**src/common/dma_chain_consts.svh**
```systemverilog
// Register map, DW0 field positions and the clear pattern of the DMA header tables
// Included by the header registers, the register bank and the descriptor walker
`ifndef DMA_CHAIN_CONSTS_SVH
`define DMA_CHAIN_CONSTS_SVH

// ------------------------------------------------------------
// Address map
// ------------------------------------------------------------
// One descriptor in root complex memory, used as the fetch stride
`define DMA_DESC_BYTES 16
// Address bit 4 picks the read table, bits 3:2 pick the header word
`define DMA_DIR_BIT 4

// ------------------------------------------------------------
// DW0 fields
// ------------------------------------------------------------
// Size sits in bits 15:0
`define DMA_DW0_MSI_BIT 17
`define DMA_DW0_EPLAST_BIT 18
// MSI number is 5 bits wide, traffic class is 3 bits wide
`define DMA_DW0_MSINUM_LSB 20
`define DMA_DW0_TC_LSB 28
// Restart from descriptor zero when the table end is passed
`define DMA_DW0_SYNC_BIT 31

// Low half of a DW0 write that clears the table
`define DMA_CLEAR_PATTERN 16'hFFFF

`endif

```
**src/common/dma_chain_pkg.sv**
```systemverilog
// Types shared by the DMA header registers, the descriptor walker and the testbench
// Pulled in by a wildcard import in each module header
`default_nettype none

package dma_chain_pkg;

   // Header word index, taken from register address bits 3:2
   typedef enum logic [1:0] {
      HDR_DW0 = 2'd0,
      HDR_DW1 = 2'd1,
      HDR_DW2 = 2'd2,
      HDR_DW3 = 2'd3
   } hdr_word_t;

   // Descriptor walker FSM
   typedef enum logic [1:0] {
      // Waiting for init to fall or for rc_last to move
      WALK_IDLE   = 2'd0,
      // One cycle, desc_req is high
      WALK_REQ    = 2'd1,
      // Fetch outstanding until desc_done
      WALK_WAIT   = 2'd2,
      // eplast and MSI strobes, then next index
      WALK_REPORT = 2'd3
   } walk_state_t;

endpackage

`default_nettype wire

```
**src/hw/desc_walk/dma_desc_walker.sv**
```systemverilog
// Descriptor walker for one DMA direction
// Turns the programmed header into fetch requests, eplast updates and an MSI
`timescale 1ns/1ps
`default_nettype none
`include "dma_chain_consts.svh"

module dma_desc_walker
   import dma_chain_pkg::*;
(
   input  logic        clk_in,
   input  logic        soft_dma_reset,
   // Header fields from the register bank
   input  logic [15:0] dt_size,
   input  logic [63:0] dt_base_rc,
   input  logic [15:0] dt_rc_last,
   input  logic        dt_rc_last_sync,
   input  logic        dt_eplast_ena,
   input  logic        dt_msi,
   input  logic [4:0]  app_msi_num,
   input  logic [2:0]  app_msi_tc,
   input  logic        init,
   // Descriptor fetch
   output logic        desc_req,
   output logic [63:0] desc_addr,
   input  logic        desc_done,
   // Progress report
   output logic        eplast_upd,
   output logic [15:0] eplast_idx,
   output logic        msi_req,
   output logic [4:0]  msi_num,
   output logic [2:0]  msi_tc
);

   walk_state_t state;
   // Index of the descriptor being fetched or next to fetch
   logic [15:0] idx;
   // rc_last as last seen in idle
   logic [15:0] last_seen;
   // Table end passed without sync, only a restart resumes
   logic        halted;
   logic        init_q;
   logic        init_fall;
   logic        at_end;

   assign init_fall = init_q && !init;
   assign at_end    = (idx == dt_size);

   always_ff @(posedge clk_in) begin
      if (soft_dma_reset) begin
         init_q <= 1'b1;
      end else begin
         init_q <= init;
      end
   end

   // ------------------------------------------------------------
   // Walk FSM, held idle while the table is in init
   // ------------------------------------------------------------
   always_ff @(posedge clk_in) begin
      if (soft_dma_reset || init) begin
         state     <= WALK_IDLE;
         idx       <= '0;
         last_seen <= '0;
         halted    <= 1'b0;
      end else begin
         case (state)
            WALK_IDLE: begin
               if (init_fall) begin
                  // Fresh table, walk from descriptor zero
                  idx       <= '0;
                  last_seen <= dt_rc_last;
                  state     <= WALK_REQ;
               end else if (dt_rc_last != last_seen) begin
                  last_seen <= dt_rc_last;
                  if (!halted && (dt_rc_last >= idx)) begin
                     // rc_last moved ahead, carry on
                     state <= WALK_REQ;
                  end else if (dt_rc_last_sync) begin
                     // Host wrapped around, restart at zero
                     idx    <= '0;
                     halted <= 1'b0;
                     state  <= WALK_REQ;
                  end
               end
            end
            WALK_REQ: begin
               state <= WALK_WAIT;
            end
            WALK_WAIT: begin
               // Single fetch outstanding
               if (desc_done) begin
                  state <= WALK_REPORT;
               end
            end
            WALK_REPORT: begin
               if (at_end && !dt_rc_last_sync) begin
                  halted <= 1'b1;
                  state  <= WALK_IDLE;
               end else begin
                  idx   <= at_end ? 16'd0 : idx + 16'd1;
                  state <= (idx == last_seen) ? WALK_IDLE : WALK_REQ;
               end
            end
            default: state <= WALK_IDLE;
         endcase
      end
   end

   // ------------------------------------------------------------
   // Strobes decoded from the state
   // ------------------------------------------------------------
   assign desc_req  = (state == WALK_REQ);
   // Base plus index times descriptor size
   assign desc_addr = dt_base_rc + (64'(idx) * 64'(`DMA_DESC_BYTES));

   assign eplast_upd = (state == WALK_REPORT) && dt_eplast_ena;
   assign eplast_idx = idx;

   // MSI only once the last valid descriptor is done
   assign msi_req = (state == WALK_REPORT) && dt_msi && (idx == last_seen);
   assign msi_num = app_msi_num;
   assign msi_tc  = app_msi_tc;

endmodule

`default_nettype wire

```
**src/hw/dma_chain_top.sv**
```systemverilog
// Chaining DMA control core, register bank plus one walker per direction
// The fetch, eplast and MSI strobes go to the TLP side of the endpoint
`timescale 1ns/1ps
`default_nettype none

module dma_chain_top (
   input  logic        clk_in,
   input  logic        soft_dma_reset,
   // Host register port
   input  logic        prg_wrena,
   input  logic [7:0]  prg_addr,
   input  logic [31:0] prg_wrdata,
   output logic [31:0] prg_rddata,
   // Table status
   output logic        init_wr,
   output logic        init_rd,
   output logic        dt_3dw_wr,
   output logic        dt_3dw_rd,
   // Write direction strobes
   output logic        desc_req_wr,
   output logic [63:0] desc_addr_wr,
   input  logic        desc_done_wr,
   output logic        eplast_upd_wr,
   output logic [15:0] eplast_idx_wr,
   output logic        msi_req_wr,
   output logic [4:0]  msi_num_wr,
   output logic [2:0]  msi_tc_wr,
   // Read direction strobes
   output logic        desc_req_rd,
   output logic [63:0] desc_addr_rd,
   input  logic        desc_done_rd,
   output logic        eplast_upd_rd,
   output logic [15:0] eplast_idx_rd,
   output logic        msi_req_rd,
   output logic [4:0]  msi_num_rd,
   output logic [2:0]  msi_tc_rd
);

   // Header fields, write direction
   logic [15:0] dt_size_wr;
   logic [63:0] dt_base_rc_wr;
   logic [15:0] dt_rc_last_wr;
   logic        dt_rc_last_sync_wr;
   logic        dt_eplast_ena_wr;
   logic        dt_msi_wr;
   logic [4:0]  app_msi_num_wr;
   logic [2:0]  app_msi_tc_wr;
   // Header fields, read direction
   logic [15:0] dt_size_rd;
   logic [63:0] dt_base_rc_rd;
   logic [15:0] dt_rc_last_rd;
   logic        dt_rc_last_sync_rd;
   logic        dt_eplast_ena_rd;
   logic        dt_msi_rd;
   logic [4:0]  app_msi_num_rd;
   logic [2:0]  app_msi_tc_rd;

   dma_ctrl_regs u_regs (
      .clk_in (clk_in), .soft_dma_reset (soft_dma_reset),
      .prg_wrena (prg_wrena), .prg_addr (prg_addr),
      .prg_wrdata (prg_wrdata), .prg_rddata (prg_rddata),
      .dt_size_wr (dt_size_wr), .dt_base_rc_wr (dt_base_rc_wr),
      .dt_rc_last_wr (dt_rc_last_wr), .dt_rc_last_sync_wr (dt_rc_last_sync_wr),
      .dt_eplast_ena_wr (dt_eplast_ena_wr), .dt_msi_wr (dt_msi_wr),
      .dt_3dw_rcadd_wr (dt_3dw_wr), .app_msi_num_wr (app_msi_num_wr),
      .app_msi_tc_wr (app_msi_tc_wr), .init_wr (init_wr),
      .dt_size_rd (dt_size_rd), .dt_base_rc_rd (dt_base_rc_rd),
      .dt_rc_last_rd (dt_rc_last_rd), .dt_rc_last_sync_rd (dt_rc_last_sync_rd),
      .dt_eplast_ena_rd (dt_eplast_ena_rd), .dt_msi_rd (dt_msi_rd),
      .dt_3dw_rcadd_rd (dt_3dw_rd), .app_msi_num_rd (app_msi_num_rd),
      .app_msi_tc_rd (app_msi_tc_rd), .init_rd (init_rd)
   );

   // ------------------------------------------------------------
   // One walker per direction
   // ------------------------------------------------------------
   dma_desc_walker u_walk_wr (
      .clk_in (clk_in), .soft_dma_reset (soft_dma_reset),
      .dt_size (dt_size_wr), .dt_base_rc (dt_base_rc_wr),
      .dt_rc_last (dt_rc_last_wr), .dt_rc_last_sync (dt_rc_last_sync_wr),
      .dt_eplast_ena (dt_eplast_ena_wr), .dt_msi (dt_msi_wr),
      .app_msi_num (app_msi_num_wr), .app_msi_tc (app_msi_tc_wr), .init (init_wr),
      .desc_req (desc_req_wr), .desc_addr (desc_addr_wr), .desc_done (desc_done_wr),
      .eplast_upd (eplast_upd_wr), .eplast_idx (eplast_idx_wr),
      .msi_req (msi_req_wr), .msi_num (msi_num_wr), .msi_tc (msi_tc_wr)
   );

   dma_desc_walker u_walk_rd (
      .clk_in (clk_in), .soft_dma_reset (soft_dma_reset),
      .dt_size (dt_size_rd), .dt_base_rc (dt_base_rc_rd),
      .dt_rc_last (dt_rc_last_rd), .dt_rc_last_sync (dt_rc_last_sync_rd),
      .dt_eplast_ena (dt_eplast_ena_rd), .dt_msi (dt_msi_rd),
      .app_msi_num (app_msi_num_rd), .app_msi_tc (app_msi_tc_rd), .init (init_rd),
      .desc_req (desc_req_rd), .desc_addr (desc_addr_rd), .desc_done (desc_done_rd),
      .eplast_upd (eplast_upd_rd), .eplast_idx (eplast_idx_rd),
      .msi_req (msi_req_rd), .msi_num (msi_num_rd), .msi_tc (msi_tc_rd)
   );

endmodule

`default_nettype wire

```
**src/hw/dma_prg/dma_ctrl_regs.sv**
```systemverilog
// Register bank with the write and read header tables behind one host port
// Decodes the direction bit for writes and selects the matching readback
`timescale 1ns/1ps
`default_nettype none
`include "dma_chain_consts.svh"

module dma_ctrl_regs
   import dma_chain_pkg::*;
(
   input  logic        clk_in,
   input  logic        soft_dma_reset,
   // Host port
   input  logic        prg_wrena,
   input  logic [7:0]  prg_addr,
   input  logic [31:0] prg_wrdata,
   output logic [31:0] prg_rddata,
   // Write direction table
   output logic [15:0] dt_size_wr,
   output logic [63:0] dt_base_rc_wr,
   output logic [15:0] dt_rc_last_wr,
   output logic        dt_rc_last_sync_wr,
   output logic        dt_eplast_ena_wr,
   output logic        dt_msi_wr,
   output logic        dt_3dw_rcadd_wr,
   output logic [4:0]  app_msi_num_wr,
   output logic [2:0]  app_msi_tc_wr,
   output logic        init_wr,
   // Read direction table
   output logic [15:0] dt_size_rd,
   output logic [63:0] dt_base_rc_rd,
   output logic [15:0] dt_rc_last_rd,
   output logic        dt_rc_last_sync_rd,
   output logic        dt_eplast_ena_rd,
   output logic        dt_msi_rd,
   output logic        dt_3dw_rcadd_rd,
   output logic [4:0]  app_msi_num_rd,
   output logic [2:0]  app_msi_tc_rd,
   output logic        init_rd
);

   logic        dir_rd;
   hdr_word_t   hdr_addr;
   logic [31:0] rddata_wr;
   logic [31:0] rddata_rd;
   // Direction bit delayed to line up with the table readback
   logic [1:0]  dir_pipe;

   assign dir_rd   = prg_addr[`DMA_DIR_BIT];
   assign hdr_addr = hdr_word_t'(prg_addr[3:2]);

   always_ff @(posedge clk_in) begin
      if (soft_dma_reset) begin
         dir_pipe <= '0;
      end else begin
         dir_pipe <= {dir_pipe[0], dir_rd};
      end
   end

   assign prg_rddata = dir_pipe[1] ? rddata_rd : rddata_wr;

   // ------------------------------------------------------------
   // Header tables
   // ------------------------------------------------------------
   dma_prg_reg u_prg_wr (
      .clk_in          (clk_in),
      .soft_dma_reset  (soft_dma_reset),
      .wrena           (prg_wrena & ~dir_rd),
      .addr            (hdr_addr),
      .wrdata          (prg_wrdata),
      .rddata          (rddata_wr),
      .dt_size         (dt_size_wr),
      .dt_base_rc      (dt_base_rc_wr),
      .dt_rc_last      (dt_rc_last_wr),
      .dt_rc_last_sync (dt_rc_last_sync_wr),
      .dt_eplast_ena   (dt_eplast_ena_wr),
      .dt_msi          (dt_msi_wr),
      .dt_3dw_rcadd    (dt_3dw_rcadd_wr),
      .app_msi_num     (app_msi_num_wr),
      .app_msi_tc      (app_msi_tc_wr),
      .init            (init_wr)
   );

   dma_prg_reg u_prg_rd (
      .clk_in          (clk_in),
      .soft_dma_reset  (soft_dma_reset),
      .wrena           (prg_wrena & dir_rd),
      .addr            (hdr_addr),
      .wrdata          (prg_wrdata),
      .rddata          (rddata_rd),
      .dt_size         (dt_size_rd),
      .dt_base_rc      (dt_base_rc_rd),
      .dt_rc_last      (dt_rc_last_rd),
      .dt_rc_last_sync (dt_rc_last_sync_rd),
      .dt_eplast_ena   (dt_eplast_ena_rd),
      .dt_msi          (dt_msi_rd),
      .dt_3dw_rcadd    (dt_3dw_rcadd_rd),
      .app_msi_num     (app_msi_num_rd),
      .app_msi_tc      (app_msi_tc_rd),
      .init            (init_rd)
   );

endmodule

`default_nettype wire

```
**src/hw/dma_prg/dma_prg_reg.sv**
```systemverilog
// Descriptor header table of one DMA direction, written by the host
// Registers the write, holds DW0..DW3 and derives the fields the walker uses
`timescale 1ns/1ps
`default_nettype none
`include "dma_chain_consts.svh"

module dma_prg_reg
   import dma_chain_pkg::*;
(
   input  logic        clk_in,
   input  logic        soft_dma_reset,
   // Host write port, already gated by direction
   input  logic        wrena,
   input  hdr_word_t   addr,
   input  logic [31:0] wrdata,
   output logic [31:0] rddata,
   // Derived header fields
   output logic [15:0] dt_size,
   output logic [63:0] dt_base_rc,
   output logic [15:0] dt_rc_last,
   output logic        dt_rc_last_sync,
   output logic        dt_eplast_ena,
   output logic        dt_msi,
   output logic        dt_3dw_rcadd,
   output logic [4:0]  app_msi_num,
   output logic [2:0]  app_msi_tc,
   output logic        init
);

   // Registered write stage
   logic        wrena_q;
   hdr_word_t   addr_q;
   logic [31:0] wrdata_q;

   // Table clear pulse and the init flag one stage ahead of the output
   logic        clear;
   logic        init_pre;

   // Header words as written by the host
   logic [31:0] hdr_dw0;
   logic [31:0] hdr_dw1;
   logic [31:0] hdr_dw2;
   logic [31:0] hdr_dw3;

   // ------------------------------------------------------------
   // Write stage
   // ------------------------------------------------------------
   always_ff @(posedge clk_in) begin
      if (soft_dma_reset) begin
         wrena_q <= 1'b0;
      end else begin
         wrena_q <= wrena;
      end
   end

   // Address also feeds the readback, so it is captured every cycle
   always_ff @(posedge clk_in) begin
      addr_q   <= addr;
      wrdata_q <= wrdata;
   end

   // ------------------------------------------------------------
   // Clear and init
   // ------------------------------------------------------------
   always_ff @(posedge clk_in) begin
      if (soft_dma_reset) begin
         clear    <= 1'b0;
         init_pre <= 1'b1;
         init     <= 1'b1;
      end else begin
         // All ones in the DW0 size field clears this table
         clear <= wrena_q && (addr_q == HDR_DW0) &&
                  (wrdata_q[15:0] == `DMA_CLEAR_PATTERN);
         // DW3 is written last, so it releases init
         if (clear) begin
            init_pre <= 1'b1;
         end else if (wrena_q && (addr_q == HDR_DW3)) begin
            init_pre <= 1'b0;
         end
         // Extra stage so init falls together with the derived fields
         init <= init_pre;
      end
   end

   // ------------------------------------------------------------
   // Header words
   // ------------------------------------------------------------
   always_ff @(posedge clk_in) begin
      if (soft_dma_reset || clear) begin
         hdr_dw0 <= '0;
         hdr_dw1 <= '0;
         hdr_dw2 <= '0;
         hdr_dw3 <= '0;
      end else if (wrena_q) begin
         case (addr_q)
            HDR_DW0: hdr_dw0 <= wrdata_q;
            HDR_DW1: hdr_dw1 <= wrdata_q;
            HDR_DW2: hdr_dw2 <= wrdata_q;
            HDR_DW3: hdr_dw3 <= wrdata_q;
            default: hdr_dw0 <= hdr_dw0;
         endcase
      end
   end

   // ------------------------------------------------------------
   // Derived fields, one edge behind the header words
   // ------------------------------------------------------------
   always_ff @(posedge clk_in) begin
      if (soft_dma_reset || clear) begin
         dt_size         <= '0;
         dt_base_rc      <= '0;
         dt_rc_last      <= '0;
         dt_rc_last_sync <= 1'b0;
         dt_eplast_ena   <= 1'b0;
         dt_msi          <= 1'b0;
         // Upper base word is zero after a clear
         dt_3dw_rcadd    <= 1'b1;
         app_msi_num     <= '0;
         app_msi_tc      <= '0;
      end else begin
         // Last valid table index, so size minus one
         dt_size         <= hdr_dw0[15:0] - 16'd1;
         dt_msi          <= hdr_dw0[`DMA_DW0_MSI_BIT];
         dt_eplast_ena   <= hdr_dw0[`DMA_DW0_EPLAST_BIT];
         dt_rc_last_sync <= hdr_dw0[`DMA_DW0_SYNC_BIT];
         app_msi_num     <= hdr_dw0[`DMA_DW0_MSINUM_LSB +: 5];
         app_msi_tc      <= hdr_dw0[`DMA_DW0_TC_LSB +: 3];
         // DW1 is the upper half of the table base
         dt_base_rc      <= {hdr_dw1, hdr_dw2};
         dt_3dw_rcadd    <= (hdr_dw1 == 32'h0);
         dt_rc_last      <= hdr_dw3[15:0];
      end
   end

   // Readback of the word addressed in the write stage
   always_ff @(posedge clk_in) begin
      if (soft_dma_reset) begin
         rddata <= '0;
      end else begin
         case (addr_q)
            HDR_DW0: rddata <= hdr_dw0;
            HDR_DW1: rddata <= hdr_dw1;
            HDR_DW2: rddata <= hdr_dw2;
            default: rddata <= hdr_dw3;
         endcase
      end
   end

endmodule

`default_nettype wire

```
**config.mk**
```make
export PLATFORM = sky130hd
export DESIGN_NAME = dma_chain_top
export DESIGN_NICKNAME = d
export VERILOG_FILES = /design/src/common/dma_chain_pkg.sv /design/src/hw/desc_walk/dma_desc_walker.sv /design/src/hw/dma_chain_top.sv /design/src/hw/dma_prg/dma_ctrl_regs.sv /design/src/hw/dma_prg/dma_prg_reg.sv
export VERILOG_INCLUDE_DIRS = /design/src /design/src/common
export SDC_FILE = /design/constraint.sdc
export NUM_CORES = 1
export LEC_CHECK = 0
export BUFFER_PORTS_ARGS = -buffer_cell sky130_fd_sc_hd__clkbuf_2
export CAP_MARGIN = 20
export CORE_MARGIN = 5
export CORE_UTILIZATION = 35
export CTS_CLUSTER_SIZE = 40
export DETAILED_ROUTE_END_ITERATION = 10
export GPL_ROUTABILITY_DRIVEN = 0
export PLACE_DENSITY = 0.54
export SLEW_MARGIN = 20
export SYNTH_ARGS = -nofsm -noshare
export SYNTH_HDL_FRONTEND = slang
export SYNTH_SLANG_ARGS = --single-unit
```
**constraint.sdc**
```tcl
create_clock -name clk_in -period 3 [get_ports clk_in]
set_input_delay 0.3 -clock clk_in [delete_from_list [all_inputs] [get_ports clk_in]]
set_output_delay 0.3 -clock clk_in [all_outputs]
set_load 0.02 [all_outputs]
```
# [After elaboration in Yosys (flattened, before gate mapping)]
# Cells that the tools add are included.
[totals] regBits=652 word_cells=202 in_bits=45
[op_classes] order_cmp=2 bitwise=3 mux=49 addsub=6 n_eq_ne=38 n_reduce_logical=55
[op_table] operator="2-to-1 mux 16 bit" count=16
[op_table] operator="case mux 32 bit (3 select lines)" count=2
[op_table] operator="adder 64 x 20 -> 64 bit" count=2
[op_table] operator="== test 16 bit" count=4
[op_table] operator="zero test 32 bit" count=2
[op_table] operator="case mux 16 bit (2 select lines)" count=2
[op_table] operator="adder 16 x 1 -> 16 bit, second input constant" count=2
[op_table] operator="greater-or-equal comparator 16 bit" count=2
[op_table] operator="2-to-1 mux 32 bit" count=1
[op_table] operator="!= test 16 bit" count=2
[op_table] operator="subtractor 16 x 1 -> 16 bit, second input constant" count=2
[op_table] operator="2-to-1 mux 2 bit" count=12
[op_table] operator="!= test 2 bit, second input constant" count=10
[op_table] operator="AND reduction 2 bit" count=10
[op_table] operator="logical AND 1 bit" count=18
[op_table] operator="== test 16 bit, second input constant" count=1
[op_table] operator="case mux 2 bit (4 select lines)" count=2
[op_table] operator="== test 2 bit, second input constant" count=6
[op_table] operator="2-to-1 mux 1 bit" count=12
[op_table] operator="!= test 3 x 2 -> 1 bit, second input constant" count=4
[op_table] operator="AND reduction 6 bit" count=2
[op_table] operator="AND reduction 5 bit" count=2
[op_table] operator="!= test 2 x 1 -> 1 bit, second input constant" count=4
[op_table] operator="!= test 4 x 2 -> 1 bit, second input constant" count=2
[op_table] operator="11 further kinds" count=31

# [Depth between registers and ports, before layout]
[logic_depth] word_depth=6 ltp_mapped=12 mapped_depth_nobuf=10

# [Modules after synthesis]
# Synthesis repeated with hierarchy kept, for this count alone.
[hier_totals] cells_unflattened=3238 area_unflattened_um2=29726.0
[by_module_without_submodules] mod="dma_prg_reg" area_each_um2=10074.7 seq_area_each_um2=6125.9 cells_each=1003 n_inst=2
[by_module_without_submodules] mod="dma_desc_walker at u_walk_wr" area_each_um2=4494.3 seq_area_each_um2=720.7 cells_each=594 n_inst=1
[by_module_without_submodules] mod="dma_desc_walker at u_walk_rd" area_each_um2=4473.0 seq_area_each_um2=720.7 cells_each=596 n_inst=1
[by_module_without_submodules] mod="dma_ctrl_regs" area_each_um2=609.3 seq_area_each_um2=40.0 cells_each=42 n_inst=1

# [Worst setup path before layout]
# Ideal clock, no wire load.
[synth_path] path_type="register to output" start="reg u_walk_rd.idx[0] (netlist: u_walk_rd.eplast_idx[0])" end="out desc_addr_rd[58]" stages_incl_launch_ff=12 slack_ns=-0.225 path_buffers=1 arrival_ns=2.925 path_cell_list="dfxtp_1 ha_1 inv_1 fa_1 nor2b_1 o31a_1 o211ai_1 a21oi_1 o41ai_1 clkbuf_1 nor3_1 xnor2_1"
[synth_via] elab_chain_len=1
[synth_lines] item="from (decl)" line_no="dma_desc_walker.sv:36" rtl="logic [15:0] idx;"
[synth_lines] item="from (signal assigned)" line_no="dma_desc_walker.sv:100" rtl="idx <= at_end ? 16'd0 : idx + 16'd1;"
[synth_lines] item="adder 64 x 20 -> 64 bit" line_no="dma_desc_walker.sv:114" rtl="assign desc_addr = dt_base_rc + (64'(idx) * 64'(`DMA_DESC_BYTES));"
[synth_lines] item="to (decl)" line_no="dma_chain_top.sv:30" rtl="output logic [63:0] desc_addr_rd,"
# Every way passes these cells.

# [Final worst setup path]
[layout_path] start="reg u_walk_rd.idx[0] (netlist: u_walk_rd.eplast_idx[0])" end="out desc_addr_rd[36]"
# Same word-level chain as after synthesis.

==> run_results.csv <==
group,metric,value,unit
run_status,outcome,"finished, violations left",
run_status,violations,"negative setup slack",
pwr,sw_frac_of_total,22.71,%
pwr,power_switching,4305,uW
placed_design,portBuffers,257,
cells_and_area,layout_commonest_cell,"dfxtp_1",
synthesis,ys_warn_count,0,
cells_and_area,nets,3597,
worst_setup_path,end_kind,"output pin",
pwr,power_density,520.4,mW/mm^2
sta,final.period_utilization,120.2,%
cts,cts_buffer_depth,3,
worst_setup_path,path_class,"reg -> out",
cells_and_area,drive_above_1_share,24.09,%
placed_design,hpwl,66.61,mm
floorplanning,initial_core_util,35.33,%
synthesis,netlist_area,0.02850,mm^2
cts,clk_pin_slew,60,ps
placed_design,post-place-ws,-181.7,ps
cells_and_area,fillers,7797,
sta,layout_setup_ws,-606.2,ps
cells_and_area,fin_area,0.03643,mm^2
pwr,pwr-share-seq,47.3,%
floorplanning,die_y,295.4,um
pwr,ir_worst_vdd,343.4,uV
synthesis,synthesis.nets,3298,
sta,fin_crit,3606,ps
routing,routedWlPerCell,21.05,um
worst_setup_path,start_kind,"register",
synthesis,synth_flop_cell,"dfxtp_1",
sta,rsz0062_at_grt,"yes",
pwr,p_leak,0.01544,uW
grt,grt_usage,21.22,%
pwr,intPower,14650,uW
placed_design,dp.cells,4376,
sta,slew_headroom,28.64,%
synthesis,ys_types,68,
sta,hold_violations,0,
cells_and_area,mostFrequentLayoutCells,"dfxtp_1, nand2_1, a21oi_1",
routing,finalWirelength,96.64,mm
sta,setup_viol,99,
pwr,p_clk_share,48.4,%
synthesis,async_flop_share,0,%
synthesis,synthCells,3175,
sta,drv_slew,0,
placed_design,place_area,0.03126,mm^2
hold_path,hold_path_class,"in -> reg",
grt,antenna_found_initial,4,
cts,root_buffer,"clkbuf_16",
floorplanning,io_pins,263,
cells_and_area,seqCellArea,0.01309,mm^2
cts,numCtsBuffers,72,
floorplanning,dieWidth,295.4,um
floorplanning,rows,104,
sta,finalClockSkew,37.90,ps
routing,drtIter0Drc,1740,
pwr,combinationalPowerShare,4.3,%
synthesis,synth_seq_cells,652,
floorplanning,core_area,0.08068,mm^2
grt,first_global_vias,22520,
synthesis,synth_edf_count,0,
routing,vias,23550,
cts,cts_num_sinks,652,
cells_and_area,area_growth,27.82,%
cells_and_area,largestRegisters,"u_regs.u_prg_rd.dt_base_rc (64), u_regs.u_prg_wr.dt_base_rc (64)",
floorplanning,dieArea,0.08723,mm^2
worst_setup_path,cp.required,2700,ps
routing,postRouteAntennaNets,0,
routing,avgViaCountPerCell,5.130,
cells_and_area,multi_input_area,0.01573,mm^2
routing,drc,0,
worst_setup_path,worstPathMaxFanout,9,
cts,cts_tree,"done",
worst_setup_path,worstPathArrival,3310,ps
routing,drt_first_pass_iters,5,
sta,fmax,277.3,MHz
sta,tightestPinTransition,1070,ps
cells_and_area,stdcell_count,4590,
flow_run,drv_cap,0,
synthesis,seq_area_frac_synth,45.80,%
pwr,total_power,18960,uW
grt,grt_max_degree,100,
cts,htreeDepth,3,
synthesis,syn_area_per_cell,8.976,um^2
grt,overflow,0,
cts,worstSkewPairLatency,610,ps
grt,grt_pass1_wl,143.0,mm
[kinds of logic (layout without fill, tap and decap cells)]
family,after synthesis,in the layout,synth area share [%]
fa+ha+maj,78,78,3.477
xor+xnor,225,225,6.915
buf+inv,306,659,4.245
other cells,0,1,0
simple gates,1298,1298,21.97
compound gates,488,489,10.15
mux,128,128,7.446
flops,652,652,45.80
[stage by stage]
stage	TNS (ps)	hold WS (ps)	utilization [%]
6_report	-27210	267.5	45.15
5_1_grt	-40460	311.8	45.15
4_1_cts	-30150	254.3	44.22
3_5_place_dp	-1571	403.9	38.74
3_3_place_gp	-1424	404.1	38.74
2_1_floorplan	0	327.7	-
[final cells by class]
type	count	area share (%)
inverters	70	0.7316
well taps	1060	3.641
flip-flops and latches	652	35.94
repair buffers	460	9.696
clock buffers	106	6.052
clock inverters	23	0.7453
diodes	1	0.006869
multi-input cells	2218	43.18
[cell usage after synthesis (22+ instances only)]
cell type	instances	area [um^2]
o211ai_1	25	187.7
nand2_1	600	2252
nor2b_1	81	506.7
clkbuf_1	184	690.7
dfxtp_1	652	13050
xnor2_1	84	735.7
nor4_1	53	331.6
and3_1	22	137.6
mux2i_1	32	320.3
nor2_1	129	484.2
and2_1	193	1207
nand4_1	39	244.0
ha_1	76	950.9
o21ai_0	27	135.1
nor3_1	53	265.3
nand3_1	50	250.2
o31ai_1	24	180.2
a211o_1	23	201.4
inv_1	67	251.5
mux4_2	64	1441
buf_1	23	86.33
a21oi_1	306	1531
mux2_2	32	360.4
xor2_1	141	1235
[worst max-delay path, stage by stage, from the launching register on]
cell and delay (ps):
dfxtp_4 350, ha_4 150, inv_2 50, fa_2 230, nor2b_4 50, o31a_1 290
o211ai_1 160, buf_4 170, a21oi_4 70, o41ai_4 430, clkbuf_16 290, nand4b_1 130
xnor2_1 150, buf_4 180
[what timing repair did]
action	in CTS	in global routing
hold buffers	37	0
endpoints found under the setup margin	105	104
resized for setup	282	241
gates cloned	7	0
pin swaps	69	115
setup buffers	25	41
hold endpoints to repair	37	0
[power by group through the flow]
| stage | registers, uW | clock network, uW | logic, uW |
|---|---|---|---|
| 2_1_floorplan | 9050 | 0 | 552 |
| 3_3_place_gp | 9170 | 0 | 756 |
| 3_5_place_dp | 9170 | 0 | 756 |
| 4_1_cts | 8970 | 9380 | 804 |
| 5_1_grt | 8980 | 9760 | 877 |
| 6_report | 8970 | 9180 | 806 |
[worst paths after layout]
check | startpoint | cells after the start | end | slack, ps
worst max-delay path | u_walk_rd.eplast_idx[0] | 13 | desc_addr_rd[36] | -610
worst min-delay path | desc_done_wr | 5 | u_walk_wr.state[1] | 270
worst max register to register | u_walk_wr.eplast_idx[13] | 10 | u_walk_wr.eplast_idx[7] | 120
worst min register to register | u_regs.u_prg_rd.init_pre | 2 | u_regs.u_prg_rd.init_pre | 440
[per-layer routing]
metal | global-route usage (%) | up-vias | share of wire [%]
met5 | 0 | - | 0.011
met4 | 5.375 | 2 | 2.2
met3 | 3.801 | 125 | 6.1
met2 | 34.49 | 712 | 47
met1 | 29.46 | 11380 | 45
li1 | - | 11330 | -
No activity file was read; power rests on OpenSTA's default activity.
